[config.mk]
export PLATFORM = sky130hd
export DESIGN_NAME = ldpc_dec_engine
export DESIGN_NICKNAME = d
export VERILOG_FILES = /design/src/hw/ldpc_pkg.sv /design/src/hw/ldpc_dec_engine.sv /design/src/hw/ldpc_sink.sv /design/src/hw/ldpc_vnode.sv /design/src/hw/ldpc_cnode.sv /design/src/hw/ldpc_edge_mem.sv /design/src/hw/ldpc_ctrl.sv /design/src/hw/ldpc_ibuf.sv
export VERILOG_INCLUDE_DIRS = /design/src /design/src/hw
export SDC_FILE = /design/constraint.sdc
export NUM_CORES = 1
export LEC_CHECK = 0
export BUFFER_PORTS_ARGS = -buffer_cell sky130_fd_sc_hd__buf_4
export CAP_MARGIN = 0
export CORE_MARGIN = 2
export CORE_UTILIZATION = 60
export CTS_BUF_LIST = sky130_fd_sc_hd__clkbuf_8 sky130_fd_sc_hd__clkbuf_16
export CTS_CLUSTER_DIAMETER = 80
export DETAILED_ROUTE_END_ITERATION = 10
export PLACE_DENSITY = 0.77
export SETUP_SLACK_MARGIN = 0.1
export SLEW_MARGIN = 20
export SYNTH_ARGS = -nofsm -noshare
export SYNTH_HDL_FRONTEND = slang
export SYNTH_HIERARCHICAL = 1
export SYNTH_SLANG_ARGS = --single-unit
[constraint.sdc]
create_clock -name iclk -period 6.7 [get_ports iclk]
set_clock_uncertainty 0.05 [all_clocks]
set_input_delay 1.34 -clock iclk [delete_from_list [all_inputs] [get_ports iclk]]
set_output_delay 1.34 -clock iclk [all_outputs]
set_load 0.03 [all_outputs]
[src/hw/ldpc_defs.svh]
// fixed 8-bit, 4-check code; the check table and the widths below must change together
`ifndef LDPC_DEFS_SVH
`define LDPC_DEFS_SVH

// code size
`define LDPC_N       8
`define LDPC_M       4
`define LDPC_EDGES   16
`define ROW_DEG      4

// message format, saturated symmetric
`define LLR_W        5
`define LLR_MAX      15

// input and output beat shape
`define LLR_BY_CYCLE 2
`define BEATS        4
`define ADDR_W       2

// frame header and status widths
`define NITER_W      4
`define TAG_W        4
`define ERR_W        4

// --------------------------------------------------
// check to bit table, 3-bit bit indices
// position 0 sits in the low bits, edge = 4 * check + position
// --------------------------------------------------
`define BIT_IDX_W    3
`define CHECK_BITS_0 {3'd3, 3'd2, 3'd1, 3'd0}
`define CHECK_BITS_1 {3'd7, 3'd6, 3'd5, 3'd4}
`define CHECK_BITS_2 {3'd6, 3'd4, 3'd2, 3'd0}
`define CHECK_BITS_3 {3'd7, 3'd5, 3'd3, 3'd1}

// whole table, indexed by edge number
`define CHECK_TABLE  {`CHECK_BITS_3, `CHECK_BITS_2, `CHECK_BITS_1, `CHECK_BITS_0}

`endif
[src/hw/ldpc_pkg.sv]
// shared types only; needs ldpc_defs.svh on the include path and compiles before the RTL
`default_nettype none

`include "ldpc_defs.svh"

package ldpc_pkg;

  // pass kinds issued by the sequencer
  typedef enum logic [1:0] {
    KIND_LOAD,
    KIND_CNODE,
    KIND_VNODE
  } pass_kind_t;

  // one message, two's complement
  typedef logic signed [`LLR_W-1:0] llr_t;

  // one input beat, element 0 is the lower bit index
  typedef llr_t [`LLR_BY_CYCLE-1:0] llr_beat_t;

  // per-frame header, latched at the first beat
  typedef struct packed {
    logic [`NITER_W-1:0] niter;
    logic [`TAG_W-1:0]   tag;
  } hdr_t;

  // one pass cycle, fanned out to every unit
  typedef struct packed {
    pass_kind_t         kind;
    logic               sop;
    logic               val;
    logic               eop;
    logic [`ADDR_W-1:0] index;
    logic               last;
  } pass_cmd_t;

  // decision beat from vnode to sink
  typedef struct packed {
    logic                     sop;
    logic                     val;
    logic                     eop;
    logic [`ADDR_W-1:0]       addr;
    logic [`LLR_BY_CYCLE-1:0] bits;
    logic [`LLR_BY_CYCLE-1:0] errs;
  } bit_beat_t;

endpackage

`default_nettype wire

[src/hw/ldpc_dec_engine.sv]
// fixed 8-bit code; decoding starts only with irdy high and never pauses once started
`timescale 1ns/1ps
`default_nettype none

`include "ldpc_defs.svh"

module ldpc_dec_engine (
  input  logic                     iclk,
  input  logic                     ireset,
  input  logic                     isop,
  input  logic                     ieop,
  input  logic                     ival,
  input  ldpc_pkg::llr_beat_t      illr,
  input  logic [`NITER_W-1:0]      initer,
  input  logic [`TAG_W-1:0]        itag,
  input  logic                     irdy,
  output logic                     ordy,
  output logic                     obusy,
  output logic                     osop,
  output logic                     oval,
  output logic                     oeop,
  output logic [`ADDR_W-1:0]       oaddr,
  output logic [`TAG_W-1:0]        otag,
  output logic [`LLR_BY_CYCLE-1:0] odat,
  output logic                     odecfail,
  output logic [`ERR_W-1:0]        oerr
);

  import ldpc_pkg::*;

  // buffer <-> sequencer
  logic                bank_full;
  logic                bank_release;
  hdr_t                hdr;
  pass_cmd_t           cmd;
  llr_beat_t           rd_llr;
  // message store <-> node units
  llr_t [`ROW_DEG-1:0] v2c_rd;
  llr_t [`ROW_DEG-1:0] c2v_rd;
  llr_t [`ROW_DEG-1:0] v2c_wr;
  llr_t [`ROW_DEG-1:0] c2v_wr;
  logic                v2c_we;
  logic                c2v_we;
  bit_beat_t           bit_beat;

  ldpc_ibuf ibuf (
    .iclk(iclk), .ireset(ireset),
    .isop(isop), .ieop(ieop), .ival(ival), .illr(illr), .initer(initer), .itag(itag),
    .cmd(cmd), .bank_release(bank_release),
    .ordy(ordy), .obusy(obusy), .bank_full(bank_full), .rd_llr(rd_llr), .hdr(hdr)
  );

  ldpc_ctrl ctrl (
    .iclk(iclk), .ireset(ireset),
    .bank_full(bank_full), .irdy(irdy), .hdr(hdr),
    .cmd(cmd), .bank_release(bank_release)
  );

  ldpc_edge_mem edge_mem (
    .iclk(iclk), .ireset(ireset), .cmd(cmd),
    .v2c_rd(v2c_rd), .c2v_rd(c2v_rd),
    .v2c_we(v2c_we), .c2v_we(c2v_we), .v2c_wr(v2c_wr), .c2v_wr(c2v_wr)
  );

  ldpc_cnode cnode (
    .iclk(iclk), .ireset(ireset), .cmd(cmd),
    .v2c(v2c_rd), .c2v_we(c2v_we), .c2v(c2v_wr)
  );

  ldpc_vnode vnode (
    .iclk(iclk), .ireset(ireset), .cmd(cmd), .llr(rd_llr),
    .c2v(c2v_rd), .v2c_we(v2c_we), .v2c(v2c_wr), .bit_beat(bit_beat)
  );

  ldpc_sink sink (
    .iclk(iclk), .ireset(ireset), .bit_beat(bit_beat), .hdr(hdr),
    .osop(osop), .oval(oval), .oeop(oeop), .oaddr(oaddr), .otag(otag), .odat(odat),
    .odecfail(odecfail), .oerr(oerr)
  );

endmodule

`default_nettype wire

[src/hw/ldpc_sink.sv]
// no output back-pressure; odecfail and oerr are meaningful only in the oeop cycle
`timescale 1ns/1ps
`default_nettype none

`include "ldpc_defs.svh"

module ldpc_sink (
  input  logic                     iclk,
  input  logic                     ireset,
  input  ldpc_pkg::bit_beat_t      bit_beat,
  input  ldpc_pkg::hdr_t           hdr,
  output logic                     osop,
  output logic                     oval,
  output logic                     oeop,
  output logic [`ADDR_W-1:0]       oaddr,
  output logic [`TAG_W-1:0]        otag,
  output logic [`LLR_BY_CYCLE-1:0] odat,
  output logic                     odecfail,
  output logic [`ERR_W-1:0]        oerr
);

  localparam logic [`LDPC_EDGES*`BIT_IDX_W-1:0] EDGE_BIT = `CHECK_TABLE;

  logic [`LDPC_N-1:0] dec_q;
  logic [`LDPC_N-1:0] dec_now;
  logic [`LDPC_M-1:0] syn;
  logic [`ERR_W-1:0]  beat_errs;

  always_comb begin
    // current beat merged over the collected decisions
    dec_now = dec_q;
    dec_now[bit_beat.addr*`LLR_BY_CYCLE +: `LLR_BY_CYCLE] = bit_beat.bits;
    // parity per check over the table
    syn = '0;
    for (int e = 0; e < `LDPC_EDGES; e++) begin
      syn[e / `ROW_DEG] = syn[e / `ROW_DEG] ^ dec_now[EDGE_BIT[e*`BIT_IDX_W +: `BIT_IDX_W]];
    end
    beat_errs = '0;
    for (int j = 0; j < `LLR_BY_CYCLE; j++) begin
      beat_errs = beat_errs + `ERR_W'(bit_beat.errs[j]);
    end
  end

  // --------------------------------------------------
  // strobes and status
  // --------------------------------------------------
  always_ff @(posedge iclk or posedge ireset) begin
    if (ireset) begin
      osop     <= 1'b0;
      oval     <= 1'b0;
      oeop     <= 1'b0;
      odecfail <= 1'b0;
      oerr     <= '0;
    end else begin
      osop <= bit_beat.val && bit_beat.sop;
      oval <= bit_beat.val;
      oeop <= bit_beat.val && bit_beat.eop;
      if (bit_beat.val) begin
        // running count, restarted at sop
        oerr     <= (bit_beat.sop ? '0 : oerr) + beat_errs;
        odecfail <= bit_beat.eop && (|syn);
      end
    end
  end

  // beat payload
  always_ff @(posedge iclk) begin
    if (bit_beat.val) begin
      oaddr <= bit_beat.addr;
      odat  <= bit_beat.bits;
      otag  <= hdr.tag;
      dec_q <= dec_now;
    end
  end

endmodule

`default_nettype wire

[src/hw/ldpc_vnode.sv]
// two bits per beat, degree 2 per bit; results appear one cycle after the command
`timescale 1ns/1ps
`default_nettype none

`include "ldpc_defs.svh"

module ldpc_vnode (
  input  logic                          iclk,
  input  logic                          ireset,
  input  ldpc_pkg::pass_cmd_t           cmd,
  input  ldpc_pkg::llr_beat_t           llr,
  input  ldpc_pkg::llr_t [`ROW_DEG-1:0] c2v,
  output logic                          v2c_we,
  output ldpc_pkg::llr_t [`ROW_DEG-1:0] v2c,
  output ldpc_pkg::bit_beat_t           bit_beat
);

  import ldpc_pkg::*;

  localparam int VAR_DEG = `LDPC_EDGES / `LDPC_N;
  localparam int SUM_W   = `LLR_W + 2;

  pass_cmd_t                cmd_q;
  llr_t [`ROW_DEG-1:0]      c2v_q;
  logic [`LLR_BY_CYCLE-1:0] dec;
  logic [`LLR_BY_CYCLE-1:0] err;

  function automatic llr_t sat(input logic signed [SUM_W-1:0] x);
    if (x > `LLR_MAX) begin
      return llr_t'(`LLR_MAX);
    end
    if (x < -`LLR_MAX) begin
      return llr_t'(-`LLR_MAX);
    end
    return x[`LLR_W-1:0];
  endfunction

  // align c2v with the 1-cycle buffer read
  always_ff @(posedge iclk or posedge ireset) begin
    if (ireset) begin
      cmd_q <= '0;
    end else begin
      cmd_q <= cmd;
    end
  end

  always_ff @(posedge iclk) begin
    c2v_q <= c2v;
  end

  // --------------------------------------------------
  // bit update
  // --------------------------------------------------
  always_comb begin
    llr_t                    ch;
    llr_t                    ca;
    llr_t                    cb;
    logic signed [SUM_W-1:0] tot;
    for (int j = 0; j < `LLR_BY_CYCLE; j++) begin
      ch  = llr[j];
      ca  = c2v_q[VAR_DEG*j];
      cb  = c2v_q[VAR_DEG*j + 1];
      tot = ch + ca + cb;
      // load pass seeds both edges with the channel value
      if (cmd_q.kind == KIND_LOAD) begin
        v2c[VAR_DEG*j]     = ch;
        v2c[VAR_DEG*j + 1] = ch;
      end else begin
        v2c[VAR_DEG*j]     = sat(tot - ca);
        v2c[VAR_DEG*j + 1] = sat(tot - cb);
      end
      dec[j] = (tot < 0);
      // differs from channel hard decision
      err[j] = dec[j] ^ ch[`LLR_W-1];
    end
  end

  assign v2c_we = cmd_q.val && (cmd_q.kind != KIND_CNODE);

  // decisions leave only on the final vnode pass
  always_comb begin
    bit_beat      = '0;
    bit_beat.val  = cmd_q.val && (cmd_q.kind == KIND_VNODE) && cmd_q.last;
    bit_beat.sop  = bit_beat.val && cmd_q.sop;
    bit_beat.eop  = bit_beat.val && cmd_q.eop;
    bit_beat.addr = cmd_q.index;
    bit_beat.bits = dec;
    bit_beat.errs = err;
  end

endmodule

`default_nettype wire

[src/hw/ldpc_cnode.sv]
// min-sum with fixed 0.75 scale; input messages must already be within +-15
`timescale 1ns/1ps
`default_nettype none

`include "ldpc_defs.svh"

module ldpc_cnode (
  input  logic                          iclk,
  input  logic                          ireset,
  input  ldpc_pkg::pass_cmd_t           cmd,
  input  ldpc_pkg::llr_t [`ROW_DEG-1:0] v2c,
  output logic                          c2v_we,
  output ldpc_pkg::llr_t [`ROW_DEG-1:0] c2v
);

  import ldpc_pkg::*;

  localparam int MAG_W = `LLR_W - 1;

  logic [MAG_W-1:0]     mag [`ROW_DEG];
  logic [`ROW_DEG-1:0]  sgn;
  llr_t [`ROW_DEG-1:0]  c2v_d;

  always_comb begin
    llr_t             v;
    logic [MAG_W-1:0] mn;
    logic             s;
    logic [MAG_W+1:0] prod;
    llr_t             res;
    // sign and magnitude split
    for (int p = 0; p < `ROW_DEG; p++) begin
      v      = v2c[p];
      sgn[p] = v[`LLR_W-1];
      mag[p] = sgn[p] ? MAG_W'(-v) : MAG_W'(v);
    end
    // extrinsic: leave out the edge being answered
    for (int p = 0; p < `ROW_DEG; p++) begin
      mn = '1;
      s  = 1'b0;
      for (int q = 0; q < `ROW_DEG; q++) begin
        if (q != p) begin
          s = s ^ sgn[q];
          if (mag[q] < mn) begin
            mn = mag[q];
          end
        end
      end
      // 3 * min, then >> 2
      prod     = {2'b00, mn} + {1'b0, mn, 1'b0};
      res      = llr_t'({1'b0, prod[MAG_W+1:2]});
      c2v_d[p] = s ? -res : res;
    end
  end

  always_ff @(posedge iclk or posedge ireset) begin
    if (ireset) begin
      c2v_we <= 1'b0;
    end else begin
      c2v_we <= cmd.val && (cmd.kind == KIND_CNODE);
    end
  end

  always_ff @(posedge iclk) begin
    c2v <= c2v_d;
  end

endmodule

`default_nettype wire

[src/hw/ldpc_edge_mem.sv]
// every bit must have degree 2; write ports are addressed by the command of the previous cycle
`timescale 1ns/1ps
`default_nettype none

`include "ldpc_defs.svh"

module ldpc_edge_mem (
  input  logic                                iclk,
  input  logic                                ireset,
  input  ldpc_pkg::pass_cmd_t                 cmd,
  output ldpc_pkg::llr_t [`ROW_DEG-1:0]       v2c_rd,
  output ldpc_pkg::llr_t [`ROW_DEG-1:0]       c2v_rd,
  input  logic                                v2c_we,
  input  logic                                c2v_we,
  input  ldpc_pkg::llr_t [`ROW_DEG-1:0]       v2c_wr,
  input  ldpc_pkg::llr_t [`ROW_DEG-1:0]       c2v_wr
);

  import ldpc_pkg::*;

  localparam int VAR_DEG = `LDPC_EDGES / `LDPC_N;
  localparam int EDGE_W  = $clog2(`LDPC_EDGES);
  localparam int SLOTS   = `LLR_BY_CYCLE * VAR_DEG;
  localparam logic [`LDPC_EDGES*`BIT_IDX_W-1:0] EDGE_BIT = `CHECK_TABLE;

  // edge numbers per bit, in edge order, slot = VAR_DEG * bit + k
  function automatic logic [`LDPC_EDGES*EDGE_W-1:0] vn_edge_map();
    logic [`LDPC_EDGES*EDGE_W-1:0] map;
    int fill [`LDPC_N];
    int b;
    map  = '0;
    fill = '{default: 0};
    for (int e = 0; e < `LDPC_EDGES; e++) begin
      b = int'(EDGE_BIT[e*`BIT_IDX_W +: `BIT_IDX_W]);
      map[(VAR_DEG*b + fill[b])*EDGE_W +: EDGE_W] = EDGE_W'(e);
      fill[b]++;
    end
    return map;
  endfunction

  localparam logic [`LDPC_EDGES*EDGE_W-1:0] VN_EDGE = vn_edge_map();

  llr_t               v2c_mem [`LDPC_EDGES];
  llr_t               c2v_mem [`LDPC_EDGES];
  logic [`ADDR_W-1:0] wr_idx;

  // rows for cnode, beats for vnode
  always_comb begin
    for (int p = 0; p < `ROW_DEG; p++) begin
      v2c_rd[p] = v2c_mem[cmd.index*`ROW_DEG + p];
    end
    for (int s = 0; s < SLOTS; s++) begin
      c2v_rd[s] = c2v_mem[VN_EDGE[(cmd.index*SLOTS + s)*EDGE_W +: EDGE_W]];
    end
  end

  // units answer one cycle after the command
  always_ff @(posedge iclk or posedge ireset) begin
    if (ireset) begin
      wr_idx <= '0;
    end else begin
      wr_idx <= cmd.index;
    end
  end

  always_ff @(posedge iclk) begin
    // fresh frame starts with zero check messages
    if (cmd.val && cmd.kind == KIND_LOAD) begin
      c2v_mem <= '{default: '0};
    end else if (c2v_we) begin
      for (int p = 0; p < `ROW_DEG; p++) begin
        c2v_mem[wr_idx*`ROW_DEG + p] <= c2v_wr[p];
      end
    end
    if (v2c_we) begin
      for (int s = 0; s < SLOTS; s++) begin
        v2c_mem[VN_EDGE[(wr_idx*SLOTS + s)*EDGE_W +: EDGE_W]] <= v2c_wr[s];
      end
    end
  end

endmodule

`default_nettype wire

[src/hw/ldpc_ctrl.sv]
// hdr.niter must be 1..15; irdy is sampled only when a frame is about to start
`timescale 1ns/1ps
`default_nettype none

`include "ldpc_defs.svh"

module ldpc_ctrl (
  input  logic                iclk,
  input  logic                ireset,
  input  logic                bank_full,
  input  logic                irdy,
  input  ldpc_pkg::hdr_t      hdr,
  output ldpc_pkg::pass_cmd_t cmd,
  output logic                bank_release
);

  import ldpc_pkg::*;

  typedef enum logic [2:0] {
    S_IDLE,
    S_LOAD,
    S_CNODE,
    S_VNODE,
    S_GAP
  } state_t;

  state_t              state;
  state_t              prev;
  logic [`ADDR_W-1:0]  idx;
  logic                gap_cnt;
  logic [`NITER_W-1:0] iter;
  logic                last_iter;
  logic                pass_end;
  logic                in_pass;

  assign last_iter = (iter == hdr.niter);
  assign pass_end  = (idx == `ADDR_W'(`BEATS - 1));
  assign in_pass   = (state == S_LOAD) || (state == S_CNODE) || (state == S_VNODE);

  // --------------------------------------------------
  // pass sequencer
  // --------------------------------------------------
  always_ff @(posedge iclk or posedge ireset) begin
    if (ireset) begin
      state   <= S_IDLE;
      prev    <= S_IDLE;
      idx     <= '0;
      gap_cnt <= 1'b0;
      iter    <= '0;
    end else begin
      case (state)
        S_IDLE: begin
          if (bank_full && irdy) begin
            state <= S_LOAD;
            idx   <= '0;
            iter  <= `NITER_W'(1);
          end
        end
        S_LOAD, S_CNODE, S_VNODE: begin
          // index wraps to 0 at the end of the pass
          idx <= idx + 1'b1;
          if (pass_end) begin
            prev    <= state;
            state   <= S_GAP;
            gap_cnt <= 1'b0;
          end
        end
        S_GAP: begin
          // two idle cycles so that the last write lands
          gap_cnt <= 1'b1;
          if (gap_cnt) begin
            case (prev)
              S_LOAD:  state <= S_CNODE;
              S_CNODE: state <= S_VNODE;
              default: begin
                if (last_iter) begin
                  state <= S_IDLE;
                end else begin
                  iter  <= iter + 1'b1;
                  state <= S_CNODE;
                end
              end
            endcase
          end
        end
        default: state <= S_IDLE;
      endcase
    end
  end

  // command decoded from the state registers
  always_comb begin
    cmd       = '0;
    cmd.val   = in_pass;
    cmd.kind  = (state == S_CNODE) ? KIND_CNODE :
                (state == S_VNODE) ? KIND_VNODE : KIND_LOAD;
    cmd.index = idx;
    cmd.sop   = in_pass && (idx == '0);
    cmd.eop   = in_pass && pass_end;
    // load is not an iteration
    cmd.last  = in_pass && (state != S_LOAD) && last_iter;
  end

  // second gap cycle after the final vnode pass
  assign bank_release = (state == S_GAP) && gap_cnt && (prev == S_VNODE) && last_iter;

endmodule

`default_nettype wire

[src/hw/ldpc_ibuf.sv]
// frames must be exactly 4 beats and arrive only while ordy is high; -16 is stored as -15
`timescale 1ns/1ps
`default_nettype none

`include "ldpc_defs.svh"

module ldpc_ibuf (
  input  logic                iclk,
  input  logic                ireset,
  input  logic                isop,
  input  logic                ieop,
  input  logic                ival,
  input  ldpc_pkg::llr_beat_t illr,
  input  logic [`NITER_W-1:0] initer,
  input  logic [`TAG_W-1:0]   itag,
  input  ldpc_pkg::pass_cmd_t cmd,
  input  logic                bank_release,
  output logic                ordy,
  output logic                obusy,
  output logic                bank_full,
  output ldpc_pkg::llr_beat_t rd_llr,
  output ldpc_pkg::hdr_t      hdr
);

  import ldpc_pkg::*;

  llr_beat_t          mem     [2][`BEATS];
  hdr_t               hdr_mem [2];
  logic [`ADDR_W-1:0] wcnt    [2];
  logic [1:0]         full;
  logic               wr_ptr;
  logic               rd_ptr;
  logic               busy_q;
  logic [`ADDR_W-1:0] waddr;
  llr_beat_t          wdat;

  // clamp the one code outside the symmetric range
  function automatic llr_t sat(input llr_t x);
    if (x < -`LLR_MAX) begin
      return llr_t'(-`LLR_MAX);
    end
    return x;
  endfunction

  // sop restarts the beat count
  always_comb begin
    waddr = isop ? '0 : wcnt[wr_ptr];
    for (int j = 0; j < `LLR_BY_CYCLE; j++) begin
      wdat[j] = sat(illr[j]);
    end
  end

  // --------------------------------------------------
  // bank pointers, counters and full flags
  // --------------------------------------------------
  always_ff @(posedge iclk or posedge ireset) begin
    if (ireset) begin
      wcnt   <= '{default: '0};
      full   <= '0;
      wr_ptr <= 1'b0;
      rd_ptr <= 1'b0;
      busy_q <= 1'b0;
    end else begin
      if (ival) begin
        wcnt[wr_ptr] <= waddr + 1'b1;
        if (isop) begin
          busy_q <= 1'b1;
        end
        // frame complete, hand bank over to the read side
        if (ieop) begin
          full[wr_ptr] <= 1'b1;
          wr_ptr       <= ~wr_ptr;
          busy_q       <= 1'b0;
        end
      end
      // decode done, bank free again
      if (bank_release) begin
        full[rd_ptr] <= 1'b0;
        rd_ptr       <= ~rd_ptr;
      end
    end
  end

  // payload and header
  always_ff @(posedge iclk) begin
    if (ival) begin
      mem[wr_ptr][waddr] <= wdat;
    end
    if (ival && isop) begin
      hdr_mem[wr_ptr] <= '{niter: initer, tag: itag};
    end
    // load and vnode passes both need channel values
    if (cmd.val && cmd.kind != KIND_CNODE) begin
      rd_llr <= mem[rd_ptr][cmd.index];
    end
  end

  // write bank full only when both banks hold frames
  assign ordy      = ~full[wr_ptr];
  assign obusy     = busy_q;
  assign bank_full = full[rd_ptr];
  assign hdr       = hdr_mem[rd_ptr];

endmodule

`default_nettype wire

==> qor.txt <==
Peak per-stage delay on the critical path = 640 ps
DRC marker count from the first detailed-route iteration = 958
Overall Global Routing Usage = 0.2462
Antenna violations before repair = 0
Number of max-capacitance violations reported = 0
Via count of the first global-routing pass = 13510
CTS HTree Levels = 2
Sum of negative setup slack = 0 ps
Max-slew violations = 0
Clock tree from TritonCTS = built
Height of the chip = 192.2 um
Width of the die = 192.2 um
Wire length of the first global-routing pass = 71.55 mm
Routed wire per std cell = 19.95 um
Top_reg_cell synth = edfxtp_1
Average cell area after synthesis = 12.28 sq um
Cell with the biggest individual delay on the critical path = mux4_2
Cells after Synth = 1732
Post-route DRC violation count = 0
Number of buffers added on ports = 41
Share of synthesized registers carrying an async set or reset = 0.1129
Top cell type's share of synthesized area = 0.2853
Gr ovfl total = 0
Highest net fanout along the worst path = 10
Number of register bits inferred by synthesis = 363
Biggest area consumer among synthesized cells = edfxtp_1
Insertion delay of the later-clocked pin in the worst-skew pair = 550 ps
Cell area after layout = 23020 sq um
Post-synthesis to final-layout area growth = 8.298%
Detailed-routing iteration count for the pre-antenna-repair pass = 5
Gpl congestion = 0.8824
Outcome = finished, final reports clean
Area after DPL = 21640 sq um
Crit path time final = 6204 ps
Setup Crit Path Kind = reg2reg
Type of destination of the critical path = flop
Max-Slew Margin vs Limit = 0.2585
Clock Root Buffer = clkbuf_16
CP most frequent cell = ha_1
Inserted Diodes = 0
Post-DP HPWL = 30.23 mm
Critical Path AT = 6540 ps
Largest net degree at the start of global routing = 117
Via density = 6.168
Syn_nets = 1877
Count of synthesis-stage warnings from yosys = 6
Data required, critical path = 7040 ps
Fill cell instance count of the final layout = 2486
Layout cells sized above 1 = 0.2234
Hold WC Path Type = reg2reg
Most area-consuming cells after synthesis = edfxtp_1, dfxtp_1, ha_1
Crit start category = flop
Number of distinct standard cells referenced by the synthesized netlist = 105
Achievable Freq = 161.2 MHz
Clock-pin slew on the worst setup and hold paths = 60 ps
Final number of setup-violating endpoints = 0
Number of hold violations in the final report = 0
DIE AREA = 36960 sq um
Buffer depth of the longest clock path = 3
Remaining antenna violation count after routing = 0
Post-synth EDFFs = 202
Post-synthesis cell area = 21260 sq um
Via count of the routed design = 13770
Share of the clock period used by the worst path = 0.9260
Number of rows created at floorplan = 68
Final layout net count = 1891
Critical path cell sequence = mux4_2 -> inv_1 -> ha_1 -> mux2i_1 -> inv_1 -> ha_1 -> a2111oi_2 -> or2_2 -> mux2_2 -> ha_1 -> a21oi_1 -> nor2_1 -> a211o_1 -> or2_2 -> o21a_1 -> ha_1 -> nor2_1 -> mux2_2 -> a311oi_1 -> and3_1 -> a31oi_1
Effective utilization at floorplan = 0.6125
WL final = 44.53 mm
Clock buffer count from CTS = 40
Slew at the pin closest to its max-slew limit = 1108 ps
Sequential share of the synthesized area = 0.4466
Num ports = 42
Core footprint = 34710 sq um
RSZ-0062 raised after global routing = false
Number of sinks on the clock net = 363
-- final cells by class --
cell class | count | area, sq um | share of cell area
clock buffer | 47 | 1109 | 0.04815
clock inverter | 26 | 197.7 | 0.008586
inverter | 170 | 638.1 | 0.02771
multi-input combinational | 1104 | 10490 | 0.4555
sequential | 363 | 9508 | 0.4129
tap | 455 | 569.3 | 0.02473
timing repair buffer | 67 | 515.5 | 0.02239
-- placed cells by master, fill, tap and decap left out, types with 49 or more instances in the layout --
| cell | count |
|---|---|
| a21oi_1 | 87 |
| buf_4 | 66 |
| dfxtp_1 | 120 |
| edfxtp_1 | 202 |
| ha_1 | 100 |
| inv_1 | 181 |
| mux2_2 | 49 |
| nand2_1 | 54 |
| nor2_1 | 108 |
| nor2b_1 | 62 |
-- critical path, delay by kind of cell (launching register included) --
family / cells / cell delay (ps)
compound gates: 6 / 1450
fa+ha+maj: 4 / 1230
buf+inv: 2 / 310
flops: 1 / 520
mux: 4 / 1580
simple gates: 5 / 900
-- per-stage QoR --
step,setup WS [ps],utilization,hold WS (ps),std cells
floorplan,799.7,-,395.3,1732
global placement,528.3,0.6235,403.6,2152
detailed placement,283.6,0.6235,416.6,2152
CTS,230.5,0.6612,424.5,2225
global route,133.3,0.6633,442.7,2232
finish,496.0,0.6633,421.1,2232
-- worst paths after layout --
check	from	endpoint	slack, ps	cells after the start
setup / recovery	ctrl/idx[0]$_DFFE_PP0P_	cnode/c2v[9]$_SDFF_PP0_	500	21
hold / removal	edge_mem/c2v_mem[70]$_SDFFE_PP0P_	edge_mem/c2v_mem[70]$_SDFFE_PP0P_	420	2
setup reg to reg	ctrl/idx[0]$_DFFE_PP0P_	cnode/c2v[9]$_SDFF_PP0_	500	21
hold reg to reg	edge_mem/c2v_mem[70]$_SDFFE_PP0P_	edge_mem/c2v_mem[70]$_SDFFE_PP0P_	420	2
max in group asynchronous	ireset	ctrl/idx[0]$_DFFE_PP0P_	5370	2
min in group asynchronous	ireset	cnode/c2v_we$_DFF_PP0_	640	2
-- per-layer routing --
layer	vias to the layer above	global-route usage	wire [um]
met5	-	0	0
met4	0	0.07487	1126
met3	73	0.03526	1958
met2	292	0.4032	21590
met1	6865	0.3412	19850
li1	6537	-	-
-- cell families (layout without fill, tap and decap cells) --
group,after synthesis,after routing,share of synthesized area
multiplexers,165,165,0.1270
flip-flops,363,363,0.4466
adder cells (fa/ha/maj),121,121,0.07863
AO/OA/AOI/OAI,323,323,0.1264
buffers and inverters,265,310,0.06126
AND/OR/NAND/NOR,440,440,0.1368
XOR/XNOR,55,55,0.02336
-- flip-flops by register name (all words and copies together) (netlist names), 3 cells and up --
register and flops:
edge_mem/c2v_mem 80, ctrl/prev 3, cnode/c2v 20, sink/otag 4
sink/oerr 4, ibuf/mem 80, ibuf/hdr_mem 16, ibuf/wcnt 4
ctrl/iter 4, vnode/cmd_q 6, ibuf/rd_llr 10, edge_mem/v2c_mem 80
vnode/c2v_q 20, sink/dec_q 8, ctrl/state 3
-- timing repair --
action / CTS / global route
endpoints found under the setup margin: 0 / 8
hold endpoints to repair: 0 / 0
setup buffers: 0 / 7
gates resized for setup: 0 / 3
hold buffers: 0 / 0
-- cell usage after synthesis (7+ instances only) --
| library cell | instances |
|---|---|
| nor2b_1 | 62 |
| a21o_1 | 10 |
| a221o_1 | 8 |
| xor2_1 | 18 |
| mux4_1 | 15 |
| a311oi_1 | 9 |
| mux2i_1 | 20 |
| and4b_1 | 20 |
| clkbuf_2 | 7 |
| o211ai_1 | 7 |
| nand2_1 | 54 |
| a21oi_1 | 88 |
| fa_1 | 21 |
| nor4_2 | 20 |
| inv_1 | 170 |
| mux4_2 | 45 |
| dfxtp_1 | 120 |
| nor4bb_1 | 20 |
| xnor2_1 | 35 |
| a2111oi_1 | 12 |
| clkbuf_1 | 26 |
| or2_2 | 7 |
| nor2_1 | 108 |
| o21a_1 | 12 |
| a31oi_1 | 14 |
| nor4b_1 | 20 |
| and4bb_2 | 20 |
| nor3_1 | 11 |
| ha_1 | 100 |
| buf_4 | 13 |
| nand3_1 | 16 |
| nand2b_1 | 12 |
| buf_2 | 21 |
| edfxtp_1 | 202 |
| buf_6 | 24 |
| o21ai_0 | 38 |
| mux2_2 | 49 |
| o31a_1 | 7 |
| a2111oi_2 | 47 |
| dfrtp_1 | 41 |
| mux2_4 | 36 |
| and2_1 | 14 |
Power is left out: the tool's default activity adds up to more than one toggle a clock period on the data nets, which glitch-free logic cannot reach.
